==> config.mk <==
export PLATFORM = sky130hd
export DESIGN_NAME = io_controller
export DESIGN_NICKNAME = d
export VERILOG_FILES = /design/src/source/iomap_pkg.sv /design/src/source/bus_ctrl.sv /design/src/source/memctrl_regs.sv /design/src/source/dma_regs.sv /design/src/source/irq_regs.sv /design/src/source/gpu_port.sv /design/src/source/io_controller.sv
export SDC_FILE = /design/constraint.sdc
export NUM_CORES = 2
export LEC_CHECK = 0
export BUFFER_PORTS_ARGS = -buffer_cell sky130_fd_sc_hd__buf_2
export CAP_MARGIN = 20
export CELL_PAD_IN_SITES_DETAIL_PLACEMENT = 2
export CELL_PAD_IN_SITES_GLOBAL_PLACEMENT = 2
export CORE_ASPECT_RATIO = 1.25
export CORE_MARGIN = 2
export CORE_UTILIZATION = 25
export CTS_CLUSTER_SIZE = 16
export DETAILED_ROUTE_END_ITERATION = 10
export PLACE_DENSITY_LB_ADDON = 0.05
export SLEW_MARGIN = 15
export SYNTH_ARGS = -nofsm -noshare
export SYNTH_HDL_FRONTEND = slang
export SYNTH_SLANG_ARGS = --single-unit
==> constraint.sdc <==
create_clock -name clk -period 68.6 [get_ports clk]
set_clock_uncertainty 0.1 [all_clocks]
set_input_delay 13.72 -clock clk [delete_from_list [all_inputs] [get_ports clk]]
set_output_delay 13.72 -clock clk [all_outputs]
set_load 0.005 [all_outputs]
==> src/source/iomap_pkg.sv <==
package iomap_pkg;

   localparam logic [31:0] io_base_addr = 32'h1F80_1000;   // 4 KiB io page

   // memctrl, irq and dma share block 0 and split by slot
   localparam logic [3:0] blk_memctrl = 4'h0;
   localparam logic [3:0] blk_irq     = 4'h0;
   localparam logic [3:0] blk_dma     = 4'h0;
   localparam logic [3:0] blk_gpu     = 4'h8;

   localparam logic [3:0] slot_ram_size = 4'h6;   // 0x60
   localparam logic [3:0] slot_irq      = 4'h7;   // 0x70 stat, 0x74 mask
   localparam logic [3:0] slot_dma0     = 4'h8;   // channel n at 0x80 + 16n
   localparam logic [3:0] slot_dpcr     = 4'hF;   // 0xF0
   localparam logic [1:0] idx_stat      = 2'd0;
   localparam logic [1:0] idx_mask      = 2'd1;

   localparam logic [31:0] gp0_addr = {io_base_addr[31:12], blk_gpu, 8'h10};
   localparam logic [31:0] gp1_addr = {io_base_addr[31:12], blk_gpu, 8'h14};

   localparam int num_mctl    = 9;
   localparam int num_dma_ch  = 7;
   localparam int num_irq     = 11;
   localparam int irq_dma_bit = 3;

   localparam logic [31:0] memctrl_reset [num_mctl] = '{
      32'h1F00_0000, 32'h1F80_2000, 32'h0013_243F,
      32'h0000_3022, 32'h0013_243F, 32'h2009_31E1,
      32'h0002_0843, 32'h0007_0777, 32'h0003_1125
   };
   localparam logic [31:0] ram_size_reset = 32'h0000_0B88;
   localparam logic [31:0] dpcr_reset     = 32'h0765_4321;

   typedef struct packed {
      logic [19:0] page;
      logic [3:0]  blk;
      logic [3:0]  slot;
      logic [1:0]  reg_idx;
      logic [1:0]  byte_off;   // byte lane inside the word
   } io_addr_fields_t;

   typedef union packed {
      logic [31:0]     raw;
      io_addr_fields_t f;
   } io_addr_u;

   typedef struct packed {
      io_addr_u    addr;
      logic [31:0] wdata;
      logic [3:0]  ben;
   } bus_wr_t;

   typedef struct packed {
      logic [31:0] madr;
      logic [31:0] bcr;
      logic [31:0] chcr;
   } dma_chan_t;

   typedef struct packed {
      logic [num_dma_ch-1:0] madr_new;
      logic [num_dma_ch-1:0] madr_incr;
      logic [num_dma_ch-1:0] madr_decr;
      logic [num_dma_ch-1:0] bcr_decr;
      logic [num_dma_ch-1:0] irq;
   } dma_upd_t;

   typedef enum logic [3:0] {
      st_idle  = 4'b0001,
      st_read  = 4'b0010,
      st_write = 4'b0100,
      st_done  = 4'b1000
   } ctrl_state_t;

   // replace the enabled byte lanes of a register word
   function automatic logic [31:0] ben_merge(input logic [31:0] old_w,
                                             input logic [31:0] new_w,
                                             input logic [3:0]  ben);
      logic [31:0] res;
      res = old_w;
      for (int b = 0; b < 4; b++) begin
         if (ben[b]) res[8*b +: 8] = new_w[8*b +: 8];
      end
      return res;
   endfunction

endpackage

==> src/source/bus_ctrl.sv <==
`timescale 1ns/100ps

module bus_ctrl (
   input  logic               clk,
   input  logic               rst,
   input  logic               req_i,
   input  logic               we_i,
   input  iomap_pkg::bus_wr_t req_i_fields,
   input  logic [31:0]        mem_rdata_i,
   input  logic [31:0]        dma_rdata_i,
   input  logic [31:0]        irq_rdata_i,
   input  logic [31:0]        gpu_rdata_i,
   input  logic               gp_done_i,
   output iomap_pkg::bus_wr_t wr_o,
   output logic               mem_we_o,
   output logic               dma_we_o,
   output logic               irq_we_o,
   output logic               gp_wr_o,
   output logic               gp_rd_o,
   output logic               ack_o,
   output logic [31:0]        rdata_o
);

   iomap_pkg::ctrl_state_t state_q;
   iomap_pkg::ctrl_state_t state_d;
   iomap_pkg::bus_wr_t     wr_q;         // request held for the whole transfer
   logic        first_q;                 // first cycle of read or write state
   logic        page_hit;
   logic        mem_hit;
   logic        irq_hit;
   logic        dma_hit;
   logic        gp0_hit;
   logic        gp1_hit;
   logic        gp_wait;
   logic        wr_stb;
   logic        rd_stb;
   logic [31:0] rd_word;

   assign page_hit = wr_q.addr.raw[31:12] == iomap_pkg::io_base_addr[31:12];
   assign mem_hit  = page_hit && wr_q.addr.f.blk == iomap_pkg::blk_memctrl &&
                     (wr_q.addr.f.slot < 4'h3 ||
                      wr_q.addr.f.slot == iomap_pkg::slot_ram_size);
   assign irq_hit  = page_hit && wr_q.addr.f.blk == iomap_pkg::blk_irq &&
                     wr_q.addr.f.slot == iomap_pkg::slot_irq &&
                     (wr_q.addr.f.reg_idx == iomap_pkg::idx_stat ||
                      wr_q.addr.f.reg_idx == iomap_pkg::idx_mask);
   assign dma_hit  = page_hit && wr_q.addr.f.blk == iomap_pkg::blk_dma &&
                     wr_q.addr.f.slot >= iomap_pkg::slot_dma0;
   assign gp0_hit  = wr_q.addr.raw == iomap_pkg::gp0_addr;
   assign gp1_hit  = wr_q.addr.raw == iomap_pkg::gp1_addr;

   // GP0 push and GPUREAD capture hold the state until the port reports done
   assign gp_wait = gp0_hit && !(gp_done_i && !first_q);

   assign wr_stb   = first_q && state_q == iomap_pkg::st_write;
   assign rd_stb   = first_q && state_q == iomap_pkg::st_read;
   assign mem_we_o = wr_stb && mem_hit;
   assign dma_we_o = wr_stb && dma_hit;
   assign irq_we_o = wr_stb && irq_hit;
   assign gp_wr_o  = wr_stb && (gp0_hit || gp1_hit);
   assign gp_rd_o  = rd_stb && gp0_hit;    // GPUSTAT needs no handshake

   assign ack_o = state_q == iomap_pkg::st_done;
   assign wr_o  = wr_q;

   always_comb begin
      if (mem_hit) rd_word = mem_rdata_i;
      else if (dma_hit) rd_word = dma_rdata_i;
      else if (irq_hit) rd_word = irq_rdata_i;
      else if (gp0_hit || gp1_hit) rd_word = gpu_rdata_i;
      else rd_word = 32'd0;   // unmapped
   end

   always_comb begin
      state_d = state_q;
      case (state_q)
         iomap_pkg::st_idle: begin
            if (req_i) state_d = we_i ? iomap_pkg::st_write : iomap_pkg::st_read;
         end
         iomap_pkg::st_read, iomap_pkg::st_write: begin
            if (!gp_wait) state_d = iomap_pkg::st_done;
         end
         iomap_pkg::st_done: begin
            if (!req_i) state_d = iomap_pkg::st_idle;   // four-phase release
         end
         default: state_d = iomap_pkg::st_idle;
      endcase
   end

   always_ff @(posedge clk, posedge rst) begin
      if (rst) begin
         state_q <= iomap_pkg::st_idle;
         first_q <= 1'b0;
         rdata_o <= 32'd0;
      end else begin
         state_q <= state_d;
         first_q <= state_q == iomap_pkg::st_idle && req_i;
         if (state_q == iomap_pkg::st_read && !gp_wait) rdata_o <= rd_word;
      end
   end

   always_ff @(posedge clk) begin
      if (state_q == iomap_pkg::st_idle && req_i) wr_q <= req_i_fields;
   end

   a_ack_hold: assert property (@(posedge clk) disable iff (rst)
      ack_o && req_i |=> ack_o)
      else $error("ack_o fell while req_i still high");

   a_one_stb: assert property (@(posedge clk) disable iff (rst)
      $onehot0({mem_we_o, dma_we_o, irq_we_o, gp_wr_o}))
      else $error("more than one write strobe active");

endmodule

==> src/source/memctrl_regs.sv <==
`timescale 1ns/100ps

module memctrl_regs (
   input  logic               clk,
   input  logic               rst,
   input  iomap_pkg::bus_wr_t wr_i,
   input  logic               we_i,
   output logic [31:0]        rdata_o
);

   logic [31:0] mctl_q [iomap_pkg::num_mctl];
   logic [31:0] ram_size_q;
   logic [3:0]  widx;        // word number from offset 0x00
   logic        mctl_sel;
   logic        ram_sel;

   assign widx     = {wr_i.addr.f.slot[1:0], wr_i.addr.f.reg_idx};
   assign mctl_sel = wr_i.addr.f.slot < 4'h3 && int'(widx) < iomap_pkg::num_mctl;
   assign ram_sel  = wr_i.addr.f.slot == iomap_pkg::slot_ram_size &&
                     wr_i.addr.f.reg_idx == 2'd0;

   always_ff @(posedge clk, posedge rst) begin
      if (rst) begin
         for (int i = 0; i < iomap_pkg::num_mctl; i++) begin
            mctl_q[i] <= iomap_pkg::memctrl_reset[i];   // console boot values
         end
         ram_size_q <= iomap_pkg::ram_size_reset;
      end else if (we_i) begin
         if (mctl_sel) begin
            mctl_q[widx] <= iomap_pkg::ben_merge(mctl_q[widx], wr_i.wdata, wr_i.ben);
         end
         if (ram_sel) begin
            ram_size_q <= iomap_pkg::ben_merge(ram_size_q, wr_i.wdata, wr_i.ben);
         end
      end
   end

   always_comb begin
      if (mctl_sel) rdata_o = mctl_q[widx];
      else if (ram_sel) rdata_o = ram_size_q;
      else rdata_o = 32'd0;
   end

endmodule

==> src/source/dma_regs.sv <==
`timescale 1ns/100ps

module dma_regs (
   input  logic                                              clk,
   input  logic                                              rst,
   input  iomap_pkg::bus_wr_t                                wr_i,
   input  logic                                              we_i,
   input  iomap_pkg::dma_upd_t                               upd_i,
   input  logic [iomap_pkg::num_dma_ch-1:0][31:0]            madr_i,
   output logic [31:0]                                       rdata_o,
   output iomap_pkg::dma_chan_t [iomap_pkg::num_dma_ch-1:0]  chan_o,
   output logic [31:0]                                       dpcr_o
);

   iomap_pkg::dma_chan_t [iomap_pkg::num_dma_ch-1:0] chan_q;
   logic [31:0] dpcr_q;
   logic [3:0]  ch_off;
   logic [2:0]  ch;
   logic        ch_sel;       // MADR, BCR or CHCR of channels 0..6
   logic        dpcr_sel;

   assign ch_off   = wr_i.addr.f.slot - iomap_pkg::slot_dma0;
   assign ch       = ch_off[2:0];
   assign ch_sel   = wr_i.addr.f.slot >= iomap_pkg::slot_dma0 &&
                     wr_i.addr.f.slot != iomap_pkg::slot_dpcr &&
                     wr_i.addr.f.reg_idx != 2'd3;
   assign dpcr_sel = wr_i.addr.f.slot == iomap_pkg::slot_dpcr &&
                     wr_i.addr.f.reg_idx == 2'd0;

   assign chan_o = chan_q;
   assign dpcr_o = dpcr_q;

   always_ff @(posedge clk, posedge rst) begin
      if (rst) begin
         chan_q <= '0;
         dpcr_q <= iomap_pkg::dpcr_reset;
      end else if (we_i) begin
         // cpu write wins over all engine requests
         if (dpcr_sel) dpcr_q <= iomap_pkg::ben_merge(dpcr_q, wr_i.wdata, wr_i.ben);
         if (ch_sel) begin
            case (wr_i.addr.f.reg_idx)
               2'd0: chan_q[ch].madr <=
                  iomap_pkg::ben_merge(chan_q[ch].madr, wr_i.wdata, wr_i.ben);
               2'd1: chan_q[ch].bcr <=
                  iomap_pkg::ben_merge(chan_q[ch].bcr, wr_i.wdata, wr_i.ben);
               default: chan_q[ch].chcr <=
                  iomap_pkg::ben_merge(chan_q[ch].chcr, wr_i.wdata, wr_i.ben);
            endcase
         end
      end else begin
         for (int c = 0; c < iomap_pkg::num_dma_ch; c++) begin
            if (upd_i.madr_new[c]) chan_q[c].madr <= madr_i[c];
            else if (upd_i.madr_decr[c]) chan_q[c].madr <= chan_q[c].madr - 32'd4;
            else if (upd_i.madr_incr[c]) chan_q[c].madr <= chan_q[c].madr + 32'd4;
            if (upd_i.bcr_decr[c]) begin
               chan_q[c].bcr[31:16] <= chan_q[c].bcr[31:16] - 16'd1;   // block count
            end
         end
      end
   end

   always_comb begin
      rdata_o = 32'd0;
      if (dpcr_sel) rdata_o = dpcr_q;
      else if (ch_sel) begin
         case (wr_i.addr.f.reg_idx)
            2'd0:    rdata_o = chan_q[ch].madr;
            2'd1:    rdata_o = chan_q[ch].bcr;
            default: rdata_o = chan_q[ch].chcr;
         endcase
      end
   end

   a_madr_dir: assert property (@(posedge clk) disable iff (rst)
      (upd_i.madr_incr & upd_i.madr_decr) == '0)
      else $error("DMA engine requested MADR increment and decrement together");

endmodule

==> src/source/irq_regs.sv <==
`timescale 1ns/100ps

module irq_regs (
   input  logic                               clk,
   input  logic                               rst,
   input  iomap_pkg::bus_wr_t                 wr_i,
   input  logic                               we_i,
   input  logic [iomap_pkg::num_irq-1:0]      src_i,
   input  logic [iomap_pkg::num_dma_ch-1:0]   dma_irq_i,
   output logic [31:0]                        rdata_o,
   output logic [iomap_pkg::num_irq-1:0]      interrupts_o
);

   logic [iomap_pkg::num_irq-1:0] stat_q;
   logic [iomap_pkg::num_irq-1:0] mask_q;
   logic [iomap_pkg::num_irq-1:0] set_v;
   logic [iomap_pkg::num_irq-1:0] keep_v;
   logic [31:0] keep_w;      // zero where a written lane holds a zero
   logic [31:0] mask_w;
   logic        stat_sel;
   logic        mask_sel;

   assign stat_sel = wr_i.addr.f.reg_idx == iomap_pkg::idx_stat;
   assign mask_sel = wr_i.addr.f.reg_idx == iomap_pkg::idx_mask;
   assign keep_w   = iomap_pkg::ben_merge('1, wr_i.wdata, wr_i.ben);
   assign mask_w   = iomap_pkg::ben_merge(32'(mask_q), wr_i.wdata, wr_i.ben);
   assign keep_v   = (we_i && stat_sel) ? keep_w[iomap_pkg::num_irq-1:0] : '1;

   always_comb begin
      set_v = src_i;
      set_v[iomap_pkg::irq_dma_bit] = src_i[iomap_pkg::irq_dma_bit] | (|dma_irq_i);
   end

   always_ff @(posedge clk, posedge rst) begin
      if (rst) begin
         stat_q <= '0;
         mask_q <= '0;
      end else begin
         stat_q <= (stat_q & keep_v) | set_v;   // new events win over the clear
         if (we_i && mask_sel) mask_q <= mask_w[iomap_pkg::num_irq-1:0];
      end
   end

   assign interrupts_o = stat_q & mask_q;

   always_comb begin
      if (stat_sel) rdata_o = 32'(stat_q);
      else if (mask_sel) rdata_o = 32'(mask_q);
      else rdata_o = 32'd0;
   end

endmodule

==> src/source/gpu_port.sv <==
`timescale 1ns/100ps

module gpu_port (
   input  logic               clk,
   input  logic               rst,
   input  iomap_pkg::bus_wr_t wr_i,
   input  logic               gp_wr_i,
   input  logic               gp_rd_i,
   input  logic               fifo_full_i,
   input  logic               rdy_i,
   input  logic [31:0]        read_i,
   input  logic [31:0]        stat_i,
   output logic [31:0]        gp0_o,
   output logic [31:0]        gp1_o,
   output logic               to_gp0_o,
   output logic               to_gp1_o,
   output logic               ren_o,
   output logic [31:0]        rdata_o,
   output logic               done_o
);

   logic        is_gp1;
   logic        pend0_q;     // GP0 command waiting for FIFO room
   logic        rd_pend_q;   // GPUREAD waiting for ready
   logic        to_gp1_q;
   logic        ren_q;
   logic [31:0] cmd_q;
   logic [31:0] read_q;

   assign is_gp1 = wr_i.addr.raw == iomap_pkg::gp1_addr;

   assign to_gp0_o = pend0_q && !fifo_full_i;
   assign to_gp1_o = to_gp1_q;
   assign gp0_o    = cmd_q;
   assign gp1_o    = cmd_q;
   assign ren_o    = ren_q;
   assign done_o   = to_gp0_o || to_gp1_q || ren_q;
   assign rdata_o  = is_gp1 ? stat_i : read_q;   // GPUSTAT passes straight through

   always_ff @(posedge clk, posedge rst) begin
      if (rst) begin
         pend0_q   <= 1'b0;
         rd_pend_q <= 1'b0;
         to_gp1_q  <= 1'b0;
         ren_q     <= 1'b0;
      end else begin
         pend0_q   <= (pend0_q && fifo_full_i) || (gp_wr_i && !is_gp1);
         to_gp1_q  <= gp_wr_i && is_gp1;       // GP1 never stalls
         rd_pend_q <= (rd_pend_q && !rdy_i) || gp_rd_i;
         ren_q     <= rd_pend_q && rdy_i;
      end
   end

   always_ff @(posedge clk) begin
      if (gp_wr_i) cmd_q <= wr_i.wdata;
      if (rd_pend_q && rdy_i) read_q <= read_i;
   end

   a_no_push_full: assert property (@(posedge clk) disable iff (rst)
      to_gp0_o |-> !fifo_full_i)
      else $error("GP0 push into a full FIFO");

endmodule

==> src/source/io_controller.sv <==
`timescale 1ns/100ps

module io_controller (
   input  logic                                              clk,
   input  logic                                              rst,
   input  logic                                              req_i,
   input  logic                                              we_i,
   input  logic [31:0]                                       addr_i,
   input  logic [31:0]                                       wdata_i,
   input  logic [3:0]                                        ben_i,
   output logic                                              ack_o,
   output logic [31:0]                                       rdata_o,
   input  iomap_pkg::dma_upd_t                               dma_upd_i,
   input  logic [iomap_pkg::num_dma_ch-1:0][31:0]            dma_madr_i,
   output iomap_pkg::dma_chan_t [iomap_pkg::num_dma_ch-1:0]  dma_chan_o,
   output logic [31:0]                                       dpcr_o,
   output logic [31:0]                                       gp0_o,
   output logic [31:0]                                       gp1_o,
   output logic                                              to_gp0_o,
   output logic                                              to_gp1_o,
   input  logic                                              gpu_fifo_full_i,
   input  logic                                              gpu_rdy_i,
   output logic                                              gpu_ren_o,
   input  logic [31:0]                                       gpu_read_i,
   input  logic [31:0]                                       gpu_stat_i,
   input  logic [iomap_pkg::num_irq-1:0]                     irq_src_i,
   output logic [iomap_pkg::num_irq-1:0]                     interrupts_o
);

   iomap_pkg::bus_wr_t req_w;
   iomap_pkg::bus_wr_t wr_w;     // held request seen by all blocks
   logic        mem_we;
   logic        dma_we;
   logic        irq_we;
   logic        gp_wr;
   logic        gp_rd;
   logic        gp_done;
   logic [31:0] mem_rdata;
   logic [31:0] dma_rdata;
   logic [31:0] irq_rdata;
   logic [31:0] gpu_rdata;

   assign req_w = {addr_i, wdata_i, ben_i};

   bus_ctrl u_bus_ctrl (
      .clk(clk), .rst(rst), .req_i(req_i), .we_i(we_i), .req_i_fields(req_w),
      .mem_rdata_i(mem_rdata), .dma_rdata_i(dma_rdata), .irq_rdata_i(irq_rdata),
      .gpu_rdata_i(gpu_rdata), .gp_done_i(gp_done), .wr_o(wr_w),
      .mem_we_o(mem_we), .dma_we_o(dma_we), .irq_we_o(irq_we),
      .gp_wr_o(gp_wr), .gp_rd_o(gp_rd), .ack_o(ack_o), .rdata_o(rdata_o)
   );

   memctrl_regs u_memctrl_regs (
      .clk(clk), .rst(rst), .wr_i(wr_w), .we_i(mem_we), .rdata_o(mem_rdata)
   );

   dma_regs u_dma_regs (
      .clk(clk), .rst(rst), .wr_i(wr_w), .we_i(dma_we), .upd_i(dma_upd_i),
      .madr_i(dma_madr_i), .rdata_o(dma_rdata), .chan_o(dma_chan_o), .dpcr_o(dpcr_o)
   );

   irq_regs u_irq_regs (
      .clk(clk), .rst(rst), .wr_i(wr_w), .we_i(irq_we), .src_i(irq_src_i),
      .dma_irq_i(dma_upd_i.irq), .rdata_o(irq_rdata), .interrupts_o(interrupts_o)
   );

   gpu_port u_gpu_port (
      .clk(clk), .rst(rst), .wr_i(wr_w), .gp_wr_i(gp_wr), .gp_rd_i(gp_rd),
      .fifo_full_i(gpu_fifo_full_i), .rdy_i(gpu_rdy_i), .read_i(gpu_read_i),
      .stat_i(gpu_stat_i), .gp0_o(gp0_o), .gp1_o(gp1_o), .to_gp0_o(to_gp0_o),
      .to_gp1_o(to_gp1_o), .ren_o(gpu_ren_o), .rdata_o(gpu_rdata), .done_o(gp_done)
   );

endmodule

==> metrics.yaml <==
timing:
  fin_tns_setup_ns: 0
  finalHoldViolCount: 0
  period_share: 0.415
  fmax_mhz: 35.2
  drv_slew: 0
  tightest_slew_ns: 1.19
  setup_viol: 0
  rsz0062_at_grt: "no"
  fin_crit_ns: 28.45
  slew_headroom: 0.207
grt:
  grt_max_degree: 153
  grt_pass1_wl_mm: 652
  overflow: 0
  grt_pass1_vias: 75900
  antenna_found_initial: 97
  track_usage: 0.318
pwr:
  p_comb_frac: 0.401
  ir_drop_mv: 0.0174
  p_int_mw: 1.73
  power_leakage_nw: 39.5
  total_power_mw: 3.15
  cellPowerDensity_nw_per_um2: 35.8
  power_frac_seq: 0.320
  p_sw_frac: 0.451
  switching_power_mw: 1.42
  pwr-share-clk: 0.279
clocking:
  post_cts_resize_count: 0
  cts_hold_buf: 0
  cts_made_buffers: 165
  clock-sinks: 1219
  clk_pin_slew_worst_paths_ns: 0.06
  h-tree-depth: 4
  cts-root-buf: "clkbuf_16"
  postCtsSetupBuffers: 0
  clockBufferDepth: 4
  insertion_delay_ns: 0.85
  cts_tree: "built"
detailed_routing:
  antenna_left: 0
  via_per_inst: 5.59
  drtIter0Drc: 4555
  drc_errors: 0
  vias: 71500
  avgRoutedWirePerCell_um: 37.4
  routed_wl_mm: 478
  first_pass_iters: 5
setup_path:
  worstSetupEndpointType: "primary output"
  cp.arrival_ns: 14.63
  worstSetupStartpointType: "input port"
  path_class: "in -> out"
  crit_fanout: 2
  rrSetupSlack_ns: 62.95
  worstPathRequired_ns: 54.78
synth:
  synth_top_area_frac: 0.347
  synth_ff_type: "dfrtp_1"
  synth.ff_latch_count: 1219
  ys_types: 111
  ys_async_sr_fraction: 0.892
  yosysSeqAreaShare: 0.435
  ys_top_cells_by_area: "dfrtp_1, o21ai_0, nand2_1"
  ys.warnings.count: 0
  synth_fp_nets: 8405
  syn_inst: 7787
  syn-mean-instance-area_um2: 9.24
  synth_area_leader_cell: "dfrtp_1"
  synth.most_common_cell: "nand2_1"
  synthTopCellsByCount: "nand2_1, o21ai_0, dfrtp_1"
  synth-edff-count: 132
  synth_area_um2: 72000
floorplan:
  io-pin-count: 1223
  dieArea_um2: 292000
  fp.coreArea_um2: 287000
  row_count: 220
  die_h_um: 604
  die_w_um: 484
  start_util: 0.251
flow_run:
  maxCapViolations: 0
hold_path:
  min_path_type: "reg -> reg"
layout:
  synthToLayoutAreaGrowth_pct: 22.1
  n_fill_cell: 32100
  final_layout_size_suffix_gt1_frac: 0.240
  final_cells: 12800
  layout.nets: 9482
status:
  outcome: "complete, no violations"
placement:
  dp_cells: 12500
  detailed_place_hpwl_mm: 359
  place_congestion: 0.912
  portBuffers: 1222
-- area by class of cell --
class                           count  area, um2  area share
Multi-Input combinational cell   5919      38300       0.436
Inverter                          129        492     0.00559
Sequential cell                  1219      31300       0.356
Timing Repair Buffer             1430       7760      0.0883
Tap cell                         3774       4720      0.0537
Antenna cell                       35       87.6    0.000997
Clock buffer                      240       4700      0.0535
Clock inverter                     47        504     0.00574
-- flip-flops by register name (all words and copies together) (netlist names), 32 cells and up --
name                       flops
u_bus_ctrl.wr_o               68
u_memctrl_regs.mctl_q        288
u_bus_ctrl.rdata_o            32
u_gpu_port.read_q             32
u_memctrl_regs.ram_size_q     32
u_dma_regs.chan_o            672
u_gpu_port.gp0_o              32
u_dma_regs.dpcr_o             32
-- layout by cell type, fill, tap and decap left out, types with 71 or more instances in the layout --
master / instances
buf_2: 1225
nand2_1: 1166
o21ai_0: 1095
dfrtp_1: 997
nor2_1: 548
a21oi_1: 515
mux2i_1: 281
ha_1: 203
buf_4: 196
clkbuf_16: 168
mux4_2: 160
o21ai_1: 142
a21o_1: 132
edfxtp_1: 132
inv_1: 127
nor3_1: 108
nand3_1: 98
o22ai_1: 97
nand2b_1: 91
a221oi_1: 91
dfstp_2: 90
a22o_1: 85
xnor2_1: 83
a211oi_1: 82
mux2_2: 78
xor2_1: 71
-- layer usage --
layer  track usage  part of all wire  vias to the layer above
met1         0.365              0.38                    37900
met2         0.550              0.49                     2161
li1              -                 -                    30700
met3        0.0705             0.062                      732
met5             0           0.00083                        -
met4         0.166             0.061                       60
-- power by group through the flow --
stage / sequential [mW] / clock [mW] / combinational [mW]
4_1_cts: 1.01 / 0.904 / 1.26
5_1_grt: 1.01 / 0.926 / 1.34
2_1_floorplan: 0.899 / 0 / 0.668
3_3_place_gp: 1.02 / 0 / 1.23
3_5_place_dp: 1.02 / 0 / 1.25
6_report: 1.01 / 0.880 / 1.26
-- metrics by stage --
stage	util	worst slack (ns)	hold WS (ns)	instance area, um2
2_1_floorplan	-	24.33	0.345	72000
3_3_place_gp	0.288	40.23	0.352	82500
3_5_place_dp	0.288	40.21	0.362	82600
4_1_cts	0.306	40.21	0.370	87800
5_1_grt	0.306	40.19	0.388	87800
6_report	0.306	40.15	0.372	87900
-- final timing paths --
check / from / end / depth (start not counted)
setup / recovery: gpu_fifo_full_i / to_gp0_o / 3
hold / removal: u_memctrl_regs.mctl_q[12] / u_memctrl_regs.mctl_q[12] / 2
setup reg to reg: u_bus_ctrl.wr_o[40] / u_bus_ctrl.rdata_o[17] / 9
hold reg to reg: u_memctrl_regs.mctl_q[12] / u_memctrl_regs.mctl_q[12] / 2
max in group asynchronous: rst / u_dma_regs.chan_o[320] / 6
min in group asynchronous: rst / u_dma_regs.chan_o[592] / 2
-- cell families (layout without fill, tap and decap cells) --
group / count (synthesis) / count (layout) / share of synthesized area
compound gates: 2704 / 2704 / 0.226
xor+xnor: 154 / 154 / 0.0187
fa+ha+maj: 210 / 210 / 0.0372
buf+inv: 649 / 1846 / 0.0389
flops: 1219 / 1219 / 0.435
mux: 520 / 520 / 0.102
other cells: 0 / 35 / 0
simple gates: 2331 / 2331 / 0.143
-- critical path: stages --
cell and delay [ns]:
buf_2 0.17, nor2b_1 0.50, buf_2 0.23
Note: power is estimated with default switching activity, not from simulation.
